File: config.mk
export PLATFORM = sky130hd
export DESIGN_NAME = cache_control
export DESIGN_NICKNAME = d
export VERILOG_FILES = /design/src/rtl/cache_ctrl_pkg.sv /design/src/rtl/cache_control.sv
export SDC_FILE = /design/constraint.sdc
export NUM_CORES = 1
export LEC_CHECK = 0
export BUFFER_PORTS_ARGS = -buffer_cell sky130_fd_sc_hd__buf_2
export CAP_MARGIN = 20
export CORE_AREA = 10 10 47 49
export CTS_CLUSTER_SIZE = 30
export DETAILED_ROUTE_END_ITERATION = 8
export DIE_AREA = 0 0 57 59
export SLEW_MARGIN = 20
export SYNTH_ARGS = -nofsm -noshare
export SYNTH_HDL_FRONTEND = slang
export SYNTH_SLANG_ARGS = --single-unit
File: constraint.sdc
create_clock -name clock -period 1.6 [get_ports clock]
set_clock_uncertainty 0.2 [all_clocks]
set_input_delay 0.16 -clock clock [delete_from_list [all_inputs] [get_ports clock]]
set_output_delay 0.16 -clock clock [all_outputs]
set_load 0.05 [all_outputs]
File: src/rtl/cache_ctrl_pkg.sv
package cache_ctrl_pkg;

  localparam int STATE_W = 3;

  // Controller sequencing
  typedef enum logic [STATE_W-1:0] {
    ST_IDLE      = 3'd0,
    ST_LOOKUP    = 3'd1,
    ST_WRITEBACK = 3'd2,
    ST_WAIT_WB   = 3'd3,
    ST_REFILL    = 3'd4,
    ST_WAIT_FILL = 3'd5
  } cache_state_t;

endpackage

File: src/rtl/cache_control.sv
module cache_control (
  input  logic clock,
  input  logic reset,
  input  logic req,
  input  logic wr_en,
  input  logic hit,
  input  logic victim_dirty,
  input  logic mem_ready,
  output logic sample,
  output logic set_valid,
  output logic set_tag,
  output logic fill,
  output logic store,
  output logic next_victim,
  output logic wb_select,
  output logic mem_rd_en,
  output logic mem_wr_en,
  output logic done
);

  cache_ctrl_pkg::cache_state_t state;
  cache_ctrl_pkg::cache_state_t state_next;

  always_ff @(posedge clock, posedge reset) begin
    if (reset) begin
      state <= cache_ctrl_pkg::ST_IDLE;
    end else begin
      state <= state_next;
    end
  end

  always_comb begin
    state_next = state;
    case (state)
      cache_ctrl_pkg::ST_IDLE: begin
        if (req) begin
          state_next = cache_ctrl_pkg::ST_LOOKUP;
        end
      end
      cache_ctrl_pkg::ST_LOOKUP: begin
        if (hit) begin
          state_next = cache_ctrl_pkg::ST_IDLE;
        end else if (victim_dirty) begin
          state_next = cache_ctrl_pkg::ST_WRITEBACK;
        end else begin
          state_next = cache_ctrl_pkg::ST_REFILL;
        end
      end
      cache_ctrl_pkg::ST_WRITEBACK: begin
        state_next = cache_ctrl_pkg::ST_WAIT_WB;
      end
      cache_ctrl_pkg::ST_WAIT_WB: begin
        if (mem_ready) begin
          state_next = cache_ctrl_pkg::ST_REFILL;
        end
      end
      cache_ctrl_pkg::ST_REFILL: begin
        state_next = cache_ctrl_pkg::ST_WAIT_FILL;
      end
      cache_ctrl_pkg::ST_WAIT_FILL: begin
        // Back to lookup, which now hits
        if (mem_ready) begin
          state_next = cache_ctrl_pkg::ST_LOOKUP;
        end
      end
      default: begin
        state_next = cache_ctrl_pkg::ST_IDLE;
      end
    endcase
  end

  always_comb begin
    sample = 1'b0;
    set_valid = 1'b0;
    set_tag = 1'b0;
    fill = 1'b0;
    store = 1'b0;
    next_victim = 1'b0;
    wb_select = 1'b0;
    mem_rd_en = 1'b0;
    mem_wr_en = 1'b0;
    done = 1'b0;
    case (state)
      cache_ctrl_pkg::ST_IDLE: begin
        sample = req;
      end
      cache_ctrl_pkg::ST_LOOKUP: begin
        done = hit;
        store = hit & wr_en;
      end
      cache_ctrl_pkg::ST_WRITEBACK: begin
        wb_select = 1'b1;
        mem_wr_en = 1'b1;
      end
      cache_ctrl_pkg::ST_WAIT_WB: begin
        // Victim address held until memory answers
        wb_select = 1'b1;
      end
      cache_ctrl_pkg::ST_REFILL: begin
        mem_rd_en = 1'b1;
      end
      cache_ctrl_pkg::ST_WAIT_FILL: begin
        fill = mem_ready;
        set_tag = mem_ready;
        set_valid = mem_ready;
        next_victim = mem_ready;
      end
      default: begin
        done = 1'b0;
      end
    endcase
  end

endmodule

Word level (Yosys, flattened, before mapping):

Cells that the tools add are included.

* equality and inequality tests: 8
* muxes and demuxes: 13
* bitwise operators: 1
* reductions and logical operators: 3

Operators with widths (count)
* case mux 3 bit (6 select lines): 1
* two-way mux 3 bit: 5
* two-way mux 1 bit: 7
* equality test 3 x 2 -> 1 bit, second input constant: 2
* equality test 3 bit, second input constant: 2
* inequality test 2 bit, second input constant: 3
* equality test 3 x 1 -> 1 bit, second input constant: 1
* zero test 3 bit: 1
* AND reduction 3 bit: 1
* OR reduction 2 bit: 1
* AND 1 bit: 1

* bits in registers: 3
* input bits: 7
* output and inout bits: 10
* logic and storage cells: 26

Longest topological paths before layout:

* depth in word-level cells: 3
* gate-level depth with buffers: 3
* depth with buffers taken out: 3

Least setup slack after synthesis:

No wires, ideal clock.

* path type: register to output
* start point: reg state[1]
* end point: out next_victim
* data arrival time: 1.657 ns
* required time: 1.240 ns
* path slack: -0.417 ns
* stages on the path, launching flop included: 4
* path buffers: 1
* cells stage by stage: dfrtp_1 > nand2b_1 > nor2_1 > buf_4

* word-level cells in the longest chain between the ends: 2

Ends and longest elaborated chain
* start, declared: RTL line cache_control.sv:21 `cache_ctrl_pkg::cache_state_t state;`
* start signal, assigned: RTL line cache_control.sv:26 `state <= cache_ctrl_pkg::ST_IDLE;`
* start signal, assigned: RTL line cache_control.sv:28 `state <= state_next;`
* equality test 3 bit
* two-way mux 1 bit
* end, declared: RTL line cache_control.sv:14 `output logic next_victim,`

Every way passes these cells.

Final worst setup path:

* start point: reg state[1]
* end point: out store

* word-level cells in the longest chain between the ends: 2

Ends and longest elaborated chain
* equality test 3 x 1 -> 1 bit: RTL line cache_control.sv:83 `case (state)`
* two-way mux 1 bit: RTL line cache_control.sv:83
* end, declared: RTL line cache_control.sv:13 `output logic store,`

Every way passes these cells.

==> key figures <==
Clock tree
  • CTS clk-pin slew, worst paths: 40 ps
  • CTS max path bufs: 2
  • Total CTS buffers: 3
  • Later-pin clock latency in the skew report: 230 ps
  • Sink Count: 3
  • CTS tree: yes
  • Clk root buf: clkbuf_4
  • H-tree depth: 1

Floorplan
  • Die Width: 57 µm
  • Total Die Area: 0.00336 mm²
  • # IOs: 17
  • Initial Util: 0.161
  • Die height: 59 µm
  • Core Area: 0.00140 mm²
  • Row cnt: 14

Worst setup path
  • Arrival time worst endpoint: 1220 ps
  • R2R setup slack: 280 ps
  • Reg2Reg Depth: 4
  • Worst setup SP type: register
  • Reg2reg end: state[2]$_DFFE_PP0P_
  • Worst r2r src: state[2]$_DFFE_PP0P_
  • CP endpoint kind: primary output
  • Critical Path RT: 1240 ps
  • Critical path class: register to primary output
  • Critical path peak fanout: 5

Placed design
  • Placed cells: 58
  • I/O Buffers: 16
  • DP Worst Slack: 128 ps
  • GPL Wtd Cong: 0.698

Power and ir drop
  • Worst IR Drop VDD: 0.000548 V
  • Pwr Density: 2180 mW/mm²
  • LEAKAGE: 0.000207 µW

Min path
  • Type of the worst min-delay path: input pin to register
  • Hold path cells: 3
  • Hold Path Origin: req
  • Hold EP: state[0]$_DFFE_PP0P_

Synth
  • Post-synthesis cell count: 27
  • Netlist cell types: 14
  • Register bit total from synthesis: 3
  • Netlist Area Pre-Place: 225 µm²
  • Avg Inst Size Synth: 8.34 µm²
  • Register area share after synthesis: 0.333
  • Syn Nets: 34
  • Synth warn: 0

STA
  • Fin crit share: 0.985
  • Slew HR: 0.837
  • Min Tclk post-route: 1580 ps
  • RSZ-0062 raised after global routing: true
  • Fmax: 635 MHz
  • # setup viols final: 0
  • Setup WS post-layout: 24.1 ps
  • Final count of pins violating max slew: 0
  • Worst-Margin Slew: 241 ps
  • Final Hold Viols: 0

Route
  • Residual DRC: 0
  • Final ANT Viol Nets: 0
  • Routed WL: 684 µm
  • DR pass1 iterations: 1
  • Drt wl/cell: 10.9 µm
  • DR iter-0 viols: 0
  • Routed vias: 253
  • Vias per Instance: 4.02

Layout
  • Non-Filler Instances: 63
  • Leading registers by flop count: state: 3 flops
  • Most frequent cells in the layout: buf_4, buf_2, clkbuf_4, a21oi_1, inv_1
  • Nets@finish: 55
  • Max reg flops: 3
  • Antenna Cells: 0
  • Area grow syn2layout: 76.7%
  • Most flops, register: state
  • Share of cells above drive strength 1: 0.596
  • Leading cell type in the layout, fill and taps excluded: buf_4

Status
  • Status: completed

Global route
  • Initial antenna violation count: 0
  • GRT overflow: 0
  • First-pass GRT wire length: 1060 µm
  • GRT Total Usage: 0.0404
  • Vias in the first global route: 263
  • Largest net degree at the start of global routing: 8

Job
  • Max Cap Viol: 0
==> synthesized netlist by cell type, drive strengths merged <==
| library cell | n | area, µm² |
|---|---|---|
| and2 | 1 | 8.76 |
| inv | 3 | 11.3 |
| nor4b | 1 | 15.0 |
| o2bb2ai | 1 | 8.76 |
| nor2 | 5 | 18.8 |
| o22ai | 1 | 6.26 |
| nor4bb | 1 | 10.0 |
| dfrtp | 3 | 75.1 |
| nand2b | 2 | 12.5 |
| a21oi | 3 | 15.0 |
| and3 | 2 | 17.5 |
| buf | 3 | 22.5 |
| nand2 | 1 | 3.75 |
==> layer usage <==
layer | routed length, µm | share of wire | global-route usage
met3 | 56 | 0.082 | 0.0258
met4 | 0 | 0 | 0.0201
met2 | 327 | 0.48 | 0.0667
met1 | 301 | 0.44 | 0.0386
met5 | 0 | 0 | 0
==> layout make-up <==
type	instances	area [µm²]
Clock buffer	4	26.3
Fill cell	166	1000
Inverter	3	11.3
Multi-Input combinational cell	18	129
Sequential cell	3	76.3
Tap cell	16	20.0
Timing Repair Buffer	19	135
==> worst max path at each step <==
stage                         startpoint         to  slack [ps]  cells past startpoint
floorplan           state[1]$_DFFE_PP0P_  mem_rd_en         -30                      2
global placement    state[1]$_DFFE_PP0P_      store         140                      4
detailed placement  state[1]$_DFFE_PP0P_      store         130                      4
CTS                 state[1]$_DFFE_PP0P_      store          -9                      4
global route        state[1]$_DFFE_PP0P_      store         -50                      4
finish              state[1]$_DFFE_PP0P_      store          20                      4
==> where the power goes <==
| group | internal (µW) | total [µW] | switching, µW |
|---|---|---|---|
| combinational | 201 | 572 | 371 |
| clock | 93.4 | 132 | 38.8 |
| sequential | 115 | 162 | 47.4 |
| total | 409 | 866 | 457 |
==> through the flow <==
step | utilization | power (µW) | hold WS [ps] | TNS, ps | cell area, µm²
6_report | 0.284 | 866 | 45.1 | 0 | 398
3_5_place_dp | 0.234 | 693 | -168 | 0 | 328
5_1_grt | 0.284 | 928 | 69.1 | -239 | 398
3_3_place_gp | 0.234 | 684 | -173 | 0 | 328
2_1_floorplan | - | 566 | -286 | -32.5 | 235
4_1_cts | 0.275 | 857 | 46.2 | -8.53 | 385
==> worst max-delay path, stage by stage (launching register included) <==
cell and delay, ps:
dfrtp_1 410, nor2_2 110, and3_4 190, and2_4 140, buf_8 130
==> logic make-up (layout without fill, tap and decap cells) <==
family	count (synthesis)	in the layout	share of synthesized area
buf+inv	6	26	0.150
compound gates	5	5	0.133
simple gates	13	13	0.383
flops	3	3	0.333
==> repair_timing <==
item | in CTS | in global routing
endpoints found under the setup margin | 6 | 10
setup buffers | 0 | 0
pin swaps | 3 | 0
hold endpoints to repair | 3 | 0
hold buffers | 1 | 0
gates resized for setup | 8 | 8
No activity file was read; power rests on OpenSTA's default activity.
