==> src/rtl/cache_geometry_pkg.sv <==
package cache_geometry_pkg;

  // Processor side
  localparam int ADDR_W = 32;
  localparam int DATA_W = 32;
  localparam int BYTE_W = 8;
  localparam int LANES = DATA_W / BYTE_W;
  localparam int LANE_W = $clog2(LANES);

  // Block layout
  localparam int BLOCK_W = 128;
  localparam int WORDS_W = $clog2(BLOCK_W / DATA_W);
  localparam int OFFSET_W = WORDS_W + LANE_W;

  // Associativity
  localparam int WAYS = 2;
  localparam int WAY_W = $clog2(WAYS);

  // 1 KiB total capacity
  localparam int CACHE_BYTES = 1024;
  localparam int SETS = CACHE_BYTES / (WAYS * (BLOCK_W / BYTE_W));
  localparam int INDEX_W = $clog2(SETS);

  // Whatever is left above index and offset
  localparam int TAG_W = ADDR_W - INDEX_W - OFFSET_W;

  // Address fields, low bit of each
  localparam int WORD_LSB = LANE_W;
  localparam int INDEX_LSB = OFFSET_W;
  localparam int TAG_LSB = OFFSET_W + INDEX_W;

endpackage
==> src/rtl/cache_lane_align.sv <==
module cache_lane_align (
  input  logic [cache_geometry_pkg::LANES-1:0]   sel,
  input  logic [cache_geometry_pkg::LANE_W-1:0]  byte_off,
  input  logic                                   rd_signed,
  input  logic [cache_geometry_pkg::DATA_W-1:0]  wr_data,
  input  logic [cache_geometry_pkg::DATA_W-1:0]  hit_word,
  output logic [cache_geometry_pkg::DATA_W-1:0]  store_data,
  output logic [cache_geometry_pkg::LANES-1:0]   store_lanes,
  output logic [cache_geometry_pkg::DATA_W-1:0]  rd_data
);

  localparam int SHIFT_W = cache_geometry_pkg::LANE_W + $clog2(cache_geometry_pkg::BYTE_W);

  logic [SHIFT_W-1:0]                     bit_shift;
  logic [cache_geometry_pkg::DATA_W-1:0]  shifted_word;
  logic                                   top_bit;
  logic                                   ext_bit;

  // Byte offset in bits
  assign bit_shift = {byte_off, {($clog2(cache_geometry_pkg::BYTE_W)){1'b0}}};

  // Store side, low lanes moved up to the addressed bytes
  assign store_data = wr_data << bit_shift;
  assign store_lanes = sel << byte_off;

  // Load side, addressed bytes brought down to lane 0
  assign shifted_word = hit_word >> bit_shift;

  // Most significant bit of the highest selected lane
  always_comb begin
    top_bit = 1'b0;
    for (int l = 0; l < cache_geometry_pkg::LANES; l++) begin
      if (sel[l]) begin
        top_bit = shifted_word[l*cache_geometry_pkg::BYTE_W + cache_geometry_pkg::BYTE_W - 1];
      end
    end
  end

  assign ext_bit = rd_signed & top_bit;

  always_comb begin
    for (int l = 0; l < cache_geometry_pkg::LANES; l++) begin
      if (sel[l]) begin
        rd_data[l*cache_geometry_pkg::BYTE_W +: cache_geometry_pkg::BYTE_W] =
          shifted_word[l*cache_geometry_pkg::BYTE_W +: cache_geometry_pkg::BYTE_W];
      end else begin
        rd_data[l*cache_geometry_pkg::BYTE_W +: cache_geometry_pkg::BYTE_W] =
          {cache_geometry_pkg::BYTE_W{ext_bit}};
      end
    end
  end

endmodule

==> config.mk <==
export PLATFORM = sky130hd
export DESIGN_NAME = cache_lane_align
export DESIGN_NICKNAME = d
export VERILOG_FILES = /design/src/rtl/cache_geometry_pkg.sv /design/src/rtl/cache_lane_align.sv
export SDC_FILE = /design/constraint.sdc
export NUM_CORES = 1
export LEC_CHECK = 0
export ABC_CLOCK_PERIOD_IN_PS = 3700
export CORE_ASPECT_RATIO = 1.2
export CORE_MARGIN = 5
export CORE_UTILIZATION = 50
export DETAILED_ROUTE_END_ITERATION = 8
export DONT_BUFFER_PORTS = 1
export PLACE_DENSITY = 0.64
export SKIP_LAST_GASP = 1
export SLEW_MARGIN = 20
export SYNTH_ARGS = -nofsm -noshare
export SYNTH_HDL_FRONTEND = slang
export SYNTH_SLANG_ARGS = --single-unit
==> constraint.sdc <==
create_clock -name vclk -period 3.7
set_clock_uncertainty 0.15 [all_clocks]
set_input_delay 0.74 -clock vclk [all_inputs]
set_output_delay 0.74 -clock vclk [all_outputs]
set_load 0.005 [all_outputs]
Word level (Yosys, flattened, before mapping)

Index checks and enable logic that the tools add are counted.

Register bits: 0
Bits of input ports: 71
Output and inout bits: 68
Logic and storage cells: 12

Shift-type cells: 3
Muxes and demuxes: 8
Bitwise gates (word level): 1

Operators by type and width:

| cell            | count |
|---|---|
| $mux W8         | 4 |
| $shl A32 B5 Y32 | 1 |
| $shr A32 B5 Y32 | 1 |
| $mux W1         | 4 |
| $shl A4 B2 Y4   | 1 |
| $and A1 B1 Y1   | 1 |

Depth between registers and ports, before layout

Gate-level depths: netlist of run 1.

Word-level depth: 7
Mapped depth: 6
Depth with buffers taken out: 4

Worst setup path before layout of run 1

No wires, ideal clock.

Path kind: input-to-output
From: in byte_off[0] in the netlist's numbering
To: out rd_data[10] in the netlist's numbering
Arrival time: 1.749 ns
Required time: 2.810 ns
Slack: 1.061 ns
Stages on the path: 6
Path buffers: 2
Path through: buf_6 -> mux2i_1 -> nand4bb_1 -> buf_2 -> a21o_2 -> o211ai_1

Longest elaborated chain between the ends: 7

RTL lines:

| element               | line                   | text |
|---|---|---|
| start: declaration    | cache_lane_align.sv:3  | `input logic [cache_geometry_pkg::LANE_W-1:0] byte_off,` |
| $shr A32 B5 Y32 *     | cache_lane_align.sv:27 | `assign shifted_word = hit_word >> bit_shift;` |
| $mux W1 (4 in series) | cache_lane_align.sv:33 | `if (sel[l]) begin` |
| $and A1 B1 Y1         | cache_lane_align.sv:39 | `assign ext_bit = rd_signed & top_bit;` |
| $mux W8 *             | cache_lane_align.sv:43 | `if (sel[l]) begin` |
| end: declaration      | cache_lane_align.sv:9  | `output logic [cache_geometry_pkg::DATA_W-1:0] rd_data` |

Every way passes the cells marked *; elsewhere a longest branch is shown, timed or not.

Final worst setup path of run 1

From: in byte_off[0] in the netlist's numbering
To: out rd_data[7] in the netlist's numbering

The elaborated chain is that of the path after synthesis.

==> results of run 1 <==
[per-layer routing]
layer / up-vias / global-route usage [%] / share of wire [%]
met3: 2 / 7.46 / 13
met2: 105 / 44.1 / 51
met5: - / 0 / 0
met4: 0 / 2.32 / 0.47
li1: 766 / - / -
met1: 744 / 24.0 / 35
[where the power goes]
part	internal (µW)	leakage [µW]	switching, µW
clock network	0	0	0
logic	60.4	0.000571	69.4
registers	0	0	0
total	60.4	0.000571	69.4
[path summary, 6_finish.rpt]
kind	endpoint	slack, ns
worst min-delay path	store_lanes[1]	1.37
worst max-delay path	rd_data[7]	0.88
[layout make-up]
| class | count | area [µm²] |
|---|---|---|
| timing repair buffer | 1 | 7.51 |
| multi-input combinational | 196 | 1290 |
| inverter | 2 | 7.51 |
| tap | 34 | 42.5 |
| fill | 293 | 1380 |
[kinds of logic after synthesis]
family,synth area share (%)
AND/OR/NAND/NOR,33.2
AO/OA/AOI/OAI,29.0
multiplexers,30.9
buffers and inverters,6.94
[cell usage after synthesis (2+ instances only)]
master    instances
mux2i_1          35
nand2_1          26
nand3_1          18
o21ai_0          18
nor2_1           17
a21oi_1          16
o211ai_1         15
nor2b_1          11
a211oi_1          9
and2_1            9
buf_2             8
clkbuf_1          8
mux2_2            7
a21o_2            2
nand3b_1          2
[cells in the final DEF (no fill, tap or decap)]
| cell type | instances |
|---|---|
| mux2i_1 | 35 |
| mux2_2 | 7 |
| nor2_1 | 17 |
| o22ai_1 | 1 |
| nand4b_1 | 1 |
| nor3b_4 | 1 |
| and2_1 | 9 |
| a21o_2 | 2 |
| nor3b_1 | 1 |
| and4b_1 | 1 |
| a21boi_1 | 1 |
| buf_4 | 1 |
| nand2_1 | 26 |
| clkinv_1 | 1 |
| nor2b_1 | 11 |
| nand3b_1 | 2 |
| o221ai_1 | 1 |
| nand3_1 | 18 |
| and3_1 | 1 |
| inv_1 | 1 |
| a31oi_2 | 1 |
| o21ai_0 | 18 |
| nand4bb_1 | 1 |
| a21oi_1 | 16 |
| nand2b_1 | 1 |
| o211ai_1 | 15 |
| a211oi_1 | 9 |
[per-stage QoR]
stage | utilization, % | std cells | cell area, µm²
after floorplan | - | 216 | 1390
after global placement | 49.4 | 233 | 1350
after detailed placement | 49.4 | 233 | 1350
after CTS | 49.4 | 233 | 1350
after global routing | 49.4 | 233 | 1350
final | 49.4 | 233 | 1350
==> results.sh, run 1 <==
export IMPL_status="completed"
export IMPL_ys_seq_area_share_pct=0
export IMPL_n_clock_buffer=0
export IMPL_ioPinCount=139
export IMPL_cap_viol_max_count=0
export IMPL_min_period_ns=2.82
export IMPL_rows=21
export IMPL_fin_crit_sh_pct=76.2
export IMPL_peakVddDrop_mv=0.0407
export IMPL_setup_viol=0
export IMPL_hold_viol=0
export IMPL_path_buf_inv=0
export IMPL_fin_ws_ns=0.881
export IMPL_netlist_area_leader_share_pct=25.2
export IMPL_portBuffers=0
export IMPL_synth_top_cells_by_area="mux2i_1 (25%), o211ai_1 (8.1%), nand2_1 (7.0%)"
export IMPL_grt_first_pass_wirelength_mm=7.33
export IMPL_avgSynthCellArea_um2=6.43
export IMPL_cp_depth=4
export IMPL_antenna_found_initial=0
export IMPL_p_leak_uw=0.000571
export IMPL_arrival_ns=1.93
export IMPL_cpPeakStageDelay_ns=0.50
export IMPL_drtIter0Drc=128
export IMPL_track_usage_pct=22.6
export IMPL_wl_mm=4.91
export IMPL_grt_overflow=0
export IMPL_rsz0062_at_grt="false"
export IMPL_finalSetupTns_ns=0
export IMPL_ys_types=30
export IMPL_synth_area_um2=1390
export IMPL_first_pass_iters=4
export IMPL_dp_hpwl_mm=3.82
export IMPL_gp_congestion=0.824
export IMPL_drc_errors=0
export IMPL_hold_slack_ns=1.37
export IMPL_hold_class="in2out"
export IMPL_drv_slew=0
export IMPL_relSlewSlack_pct=60.3
export IMPL_grt_max_degree=67
export IMPL_nets=272
export IMPL_critPathMaxFanout=64
export IMPL_synth_largest_area_cell="mux2i_1"
export IMPL_syn_inst=216
export IMPL_antenna_left=0
export IMPL_layout_area_overhead_vs_synth_pct=-2.79
export IMPL_cts_hold_buf=0
export IMPL_fp_dieW_um=58.1
export IMPL_power_uw=130
export IMPL_core_area_um2=2730
export IMPL_grt_pass1_vias=1600
export IMPL_nFlopsAndLatches=0
export IMPL_tightest_slew_ns=0.594
export IMPL_wl_per_cell_um=21.1
export IMPL_critPathCaptureType="primary output"
export IMPL_ys_warn_count=0
export IMPL_whs_path_depth=1
export IMPL_start_util_pct=50.8
export IMPL_setup_worst_path_start_class="input port"
export IMPL_worstSetupPathType="in2out"
export IMPL_cp_cell_sequence="mux2i_1 -> nand4bb_1 -> a21o_2 -> nand3b_1"
export IMPL_die_area_um2=3940
export IMPL_die_h_um=67.7
export IMPL_ctsResizeCount=0
export IMPL_vias=1617
export IMPL_required_ns=2.81
export IMPL_fmax_mhz=355
export IMPL_place_ws_ns=0.912
export IMPL_routed_via_density=6.94
export IMPL_syn_nets=287
export IMPL_regArea_um2=0
export IMPL_cts_setup_buffers=0
export IMPL_drive_gt1_share_pct=6.03
export IMPL_path_delay_family="simple AND/OR/NAND/NOR gates"
export IMPL_diodes=0
export IMPL_crit_path_top_delay_cell="nand4bb_1"
export IMPL_hold_start="byte_off[1]"
export IMPL_startpoint="byte_off[0]"
export IMPL_power_density_nw_per_um2=96.1
(Power assumes the default switching activity.)
==> run 2: changes to the inputs <==
ABC_CLOCK_PERIOD_IN_PS = 2700   (was 3700)
clock period = 2.7 ns   (was 3.7 ns; I/O delays follow)
==> results.sh, run 2 (synthesis gave the netlist of run 1 again) <==
export IMPL_cts_hold_buf=0
export IMPL_ioPinCount=139
export IMPL_drive_gt1_share_pct=6.50
export IMPL_drc_errors=0
export IMPL_required_ns=2.01
export IMPL_grt_max_degree=67
export IMPL_routed_via_density=6.76
export IMPL_top_layer="met4"
export IMPL_dr_wl_met2_mm=2.41
export IMPL_track_usage_pct=21.4
export IMPL_hold_class="in2out"
export IMPL_arrival_ns=1.72
export IMPL_relSlewSlack_pct=69.5
export IMPL_worstSetupPathType="in2out"
export IMPL_grt_first_pass_wirelength_mm=6.93
export IMPL_antenna_found_initial=0
export IMPL_peakVddDrop_mv=0.0615
export IMPL_layout_cells_non_filler=234
export IMPL_power_density_nw_per_um2=130
export IMPL_diodes=0
export IMPL_wl_met1_mm=1.71
export IMPL_layout_commonest_cell="mux2i_1"
export IMPL_p_leak_uw=0.000577
export IMPL_die_h_um=67.7
export IMPL_critPathMaxFanout=64
export IMPL_grt_overflow=0
export IMPL_setup_worst_path_start_class="input port"
export IMPL_status="completed"
export IMPL_rsz0062_at_grt="false"
export IMPL_portBuffers=0
export IMPL_grt_pass1_vias=1502
export IMPL_vias=1582
export IMPL_ctsResizeCount=0
export IMPL_min_period_ns=2.41
export IMPL_layout_area_overhead_vs_synth_pct=-2.25
export IMPL_fmax_mhz=415
export IMPL_drv_slew=0
export IMPL_wl_per_cell_um=20.3
export IMPL_hold_slack_ns=0.969
export IMPL_tightest_slew_ns=0.457
export IMPL_first_pass_iters=4
export IMPL_regArea_um2=0
export IMPL_nets=273
export IMPL_die_area_um2=3940
export IMPL_drtIter0Drc=104
export IMPL_antenna_left=0
export IMPL_critPathCaptureType="primary output"
export IMPL_cap_viol_max_count=0
export IMPL_setup_viol=0
export IMPL_core_area_um2=2730
export IMPL_n_clock_buffer=0
export IMPL_wl_met3_um=620
export IMPL_rows=21
export IMPL_dp_hpwl_mm=3.74
export IMPL_finalSetupTns_ns=0
export IMPL_gp_congestion=0.832
export IMPL_cts_setup_buffers=0
export IMPL_hold_viol=0
export IMPL_fin_crit_sh_pct=89.2
export IMPL_final_cell_mix="mux2i_1 (35), nand2_1 (26), o21ai_0 (18), nand3_1 (18), nor2_1 (17)"
export IMPL_fp_dieW_um=58.1
export IMPL_nFlopsAndLatches=0
export IMPL_start_util_pct=50.8
export IMPL_wl_mm=4.76
export IMPL_placedCellCount=234
==> run 2: layer usage <==
layer | vias up | global-route usage (%)
li1 | 766 | -
met1 | 712 | 22.9
met2 | 102 | 41.7
met3 | 2 | 7.07
met4 | 0 | 1.74
met5 | - | 0
==> run 2: area by class of cell <==
cell class	count	area, µm²
fill	277	1380
inverter	2	7.51
multi-input combinational	196	1290
tap	34	42.5
timing repair buffer	2	15.0
==> run 2: final timing paths <==
kind               startpoint             end  slack [ns]  cells after the start
setup / recovery  byte_off[0]      rd_data[5]        0.29                      4
hold / removal    byte_off[1]  store_lanes[1]        0.97                      1
==> run 2: where the power goes <==
part | total, µW | internal, µW | switching, µW | leakage [µW]
registers | 0 | 0 | 0 | 0
logic | 177 | 83.5 | 93.6 | 0.000577
clock network | 0 | 0 | 0 | 0
==> run 2: per-stage QoR <==
stage	setup WS, ns	area (µm²)	power, µW	util [%]
final	0.291	1360	177	49.7
after global routing	0.223	1360	200	49.7
after CTS	0.320	1360	180	49.7
after detailed placement	0.322	1360	179	49.7
after global placement	0.416	1360	177	49.7
after floorplan	0.461	1390	184	-
==> run 2: critical path, stage by stage <==
cell and delay (ns):
mux2i_1 0.15, nand4bb_1 0.49, a21o_2 0.40, nand3_1 0.13
==> run 3: changes to the inputs <==
ABC_CLOCK_PERIOD_IN_PS = 2600   (was 2700)
CORE_MARGIN = 2   (was 5)
clock period = 2.6 ns   (was 2.7 ns; I/O delays follow)
==> results.sh, run 3 (synthesis gave the netlist of run 1 again) <==
export IMPL_status="completed"
export IMPL_critPathMaxFanout=64
export IMPL_p_clk_share_pct=0
export IMPL_antenna_found_initial=0
export IMPL_required_ns=1.93
export IMPL_setup_worst_path_start_class="input port"
export IMPL_drc_errors=0
export IMPL_hold_class="in2out"
export IMPL_pwr_share_comb_pct=100.0
export IMPL_min_period_ns=2.37
export IMPL_cap_viol_max_count=0
export IMPL_nFlopsAndLatches=0
export IMPL_cts_setup_buffers=0
export IMPL_fmax_mhz=421
export IMPL_die_area_um2=3220
export IMPL_drv_slew=0
export IMPL_power_density_nw_per_um2=135
export IMPL_final_cell_mix="mux2i_1 (35), nand2_1 (26), o21ai_0 (18), nand3_1 (18), nor2_1 (17)"
export IMPL_drtIter0Drc=55
export IMPL_internal_power_uw=87.2
export IMPL_finalSetupTns_ns=0
export IMPL_nets=274
export IMPL_drive_gt1_share_pct=6.97
export IMPL_die_h_um=61.7
export IMPL_power_uw=184
export IMPL_core_area_um2=2580
export IMPL_rsz0062_at_grt="false"
export IMPL_pwr_share_seq_pct=0
export IMPL_first_pass_iters=4
export IMPL_startpoint="byte_off[0]"
export IMPL_relSlewSlack_pct=64.1
export IMPL_antenna_left=0
export IMPL_multiInputGateArea_um2=1290
export IMPL_grt_max_degree=67
export IMPL_grt_overflow=0
export IMPL_dp_hpwl_mm=3.53
export IMPL_grt_pass1_vias=1387
export IMPL_fin_crit_sh_pct=91.3
export IMPL_portBuffers=0
export IMPL_rows=20
export IMPL_p_sw_share_pct=52.7
export IMPL_diodes=0
export IMPL_ioPinCount=139
export IMPL_tightest_slew_ns=0.537
export IMPL_fp_dieW_um=52.1
export IMPL_hold_start="byte_off[1]"
export IMPL_critPathCaptureType="primary output"
export IMPL_n_clock_buffer=0
export IMPL_wl_mm=4.54
export IMPL_worstSetupPathType="in2out"
export IMPL_setup_viol=0
export IMPL_peakVddDrop_mv=0.0621
export IMPL_wl_per_cell_um=19.4
export IMPL_layout_area_overhead_vs_synth_pct=-1.80
export IMPL_p_leak_uw=0.000581
export IMPL_power_switching_uw=97.1
export IMPL_n_fill_cell=266
export IMPL_grt_first_pass_wirelength_mm=6.07
export IMPL_routed_via_density=6.96
export IMPL_arrival_ns=1.70
export IMPL_hold_viol=0
export IMPL_track_usage_pct=24.1
export IMPL_regArea_um2=0
export IMPL_cts_hold_buf=0
export IMPL_start_util_pct=53.9
export IMPL_gp_congestion=0.809
export IMPL_vias=1628
export IMPL_ctsResizeCount=0
export IMPL_layout_commonest_cell="mux2i_1"
[run 3: layer usage]
metal | wire length, µm | track usage [%] | vias to the layer above
li1 | - | - | 768
met1 | 1570 | 25.1 | 743
met2 | 2390 | 49.7 | 112
met3 | 553 | 5.98 | 5
met4 | 29 | 2.26 | 0
met5 | 0 | 0 | -
[run 3: final timing paths]
path,end,depth (start not counted)
setup / recovery,rd_data[17],4
hold / removal,store_lanes[1],1
[run 3: cell type report]
class	count	area share, %
well taps	33	3.03
inverters	2	0.550
multi-input cells	196	94.8
repair buffers	3	1.65
[run 3: power by group through the flow]
stage | Sequential [µW] | Combinational, µW | Clock, µW
global placement | 0 | 182 | 0
detailed placement | 0 | 185 | 0
global route | 0 | 205 | 0
floorplan | 0 | 191 | 0
finish | 0 | 184 | 0
CTS | 0 | 186 | 0
[run 3: critical path, stage by stage]
cell,delay [ns]
mux2i_1,0.31
o221ai_1,0.20
a31oi_2,0.42
o21ai_0,0.22
[run 3: per-stage QoR]
stage / setup slack, ns / std cells / util [%] / hold WS (ns) / instance area, µm²
detailed placement: 0.320 / 234 / 52.9 / 0.928 / 1360
finish: 0.226 / 234 / 52.9 / 0.928 / 1360
global placement: 0.375 / 234 / 52.9 / 0.929 / 1360
global route: 0.156 / 234 / 52.9 / 0.930 / 1360
floorplan: 0.401 / 216 / - / 0.994 / 1390
CTS: 0.316 / 234 / 52.9 / 0.928 / 1360
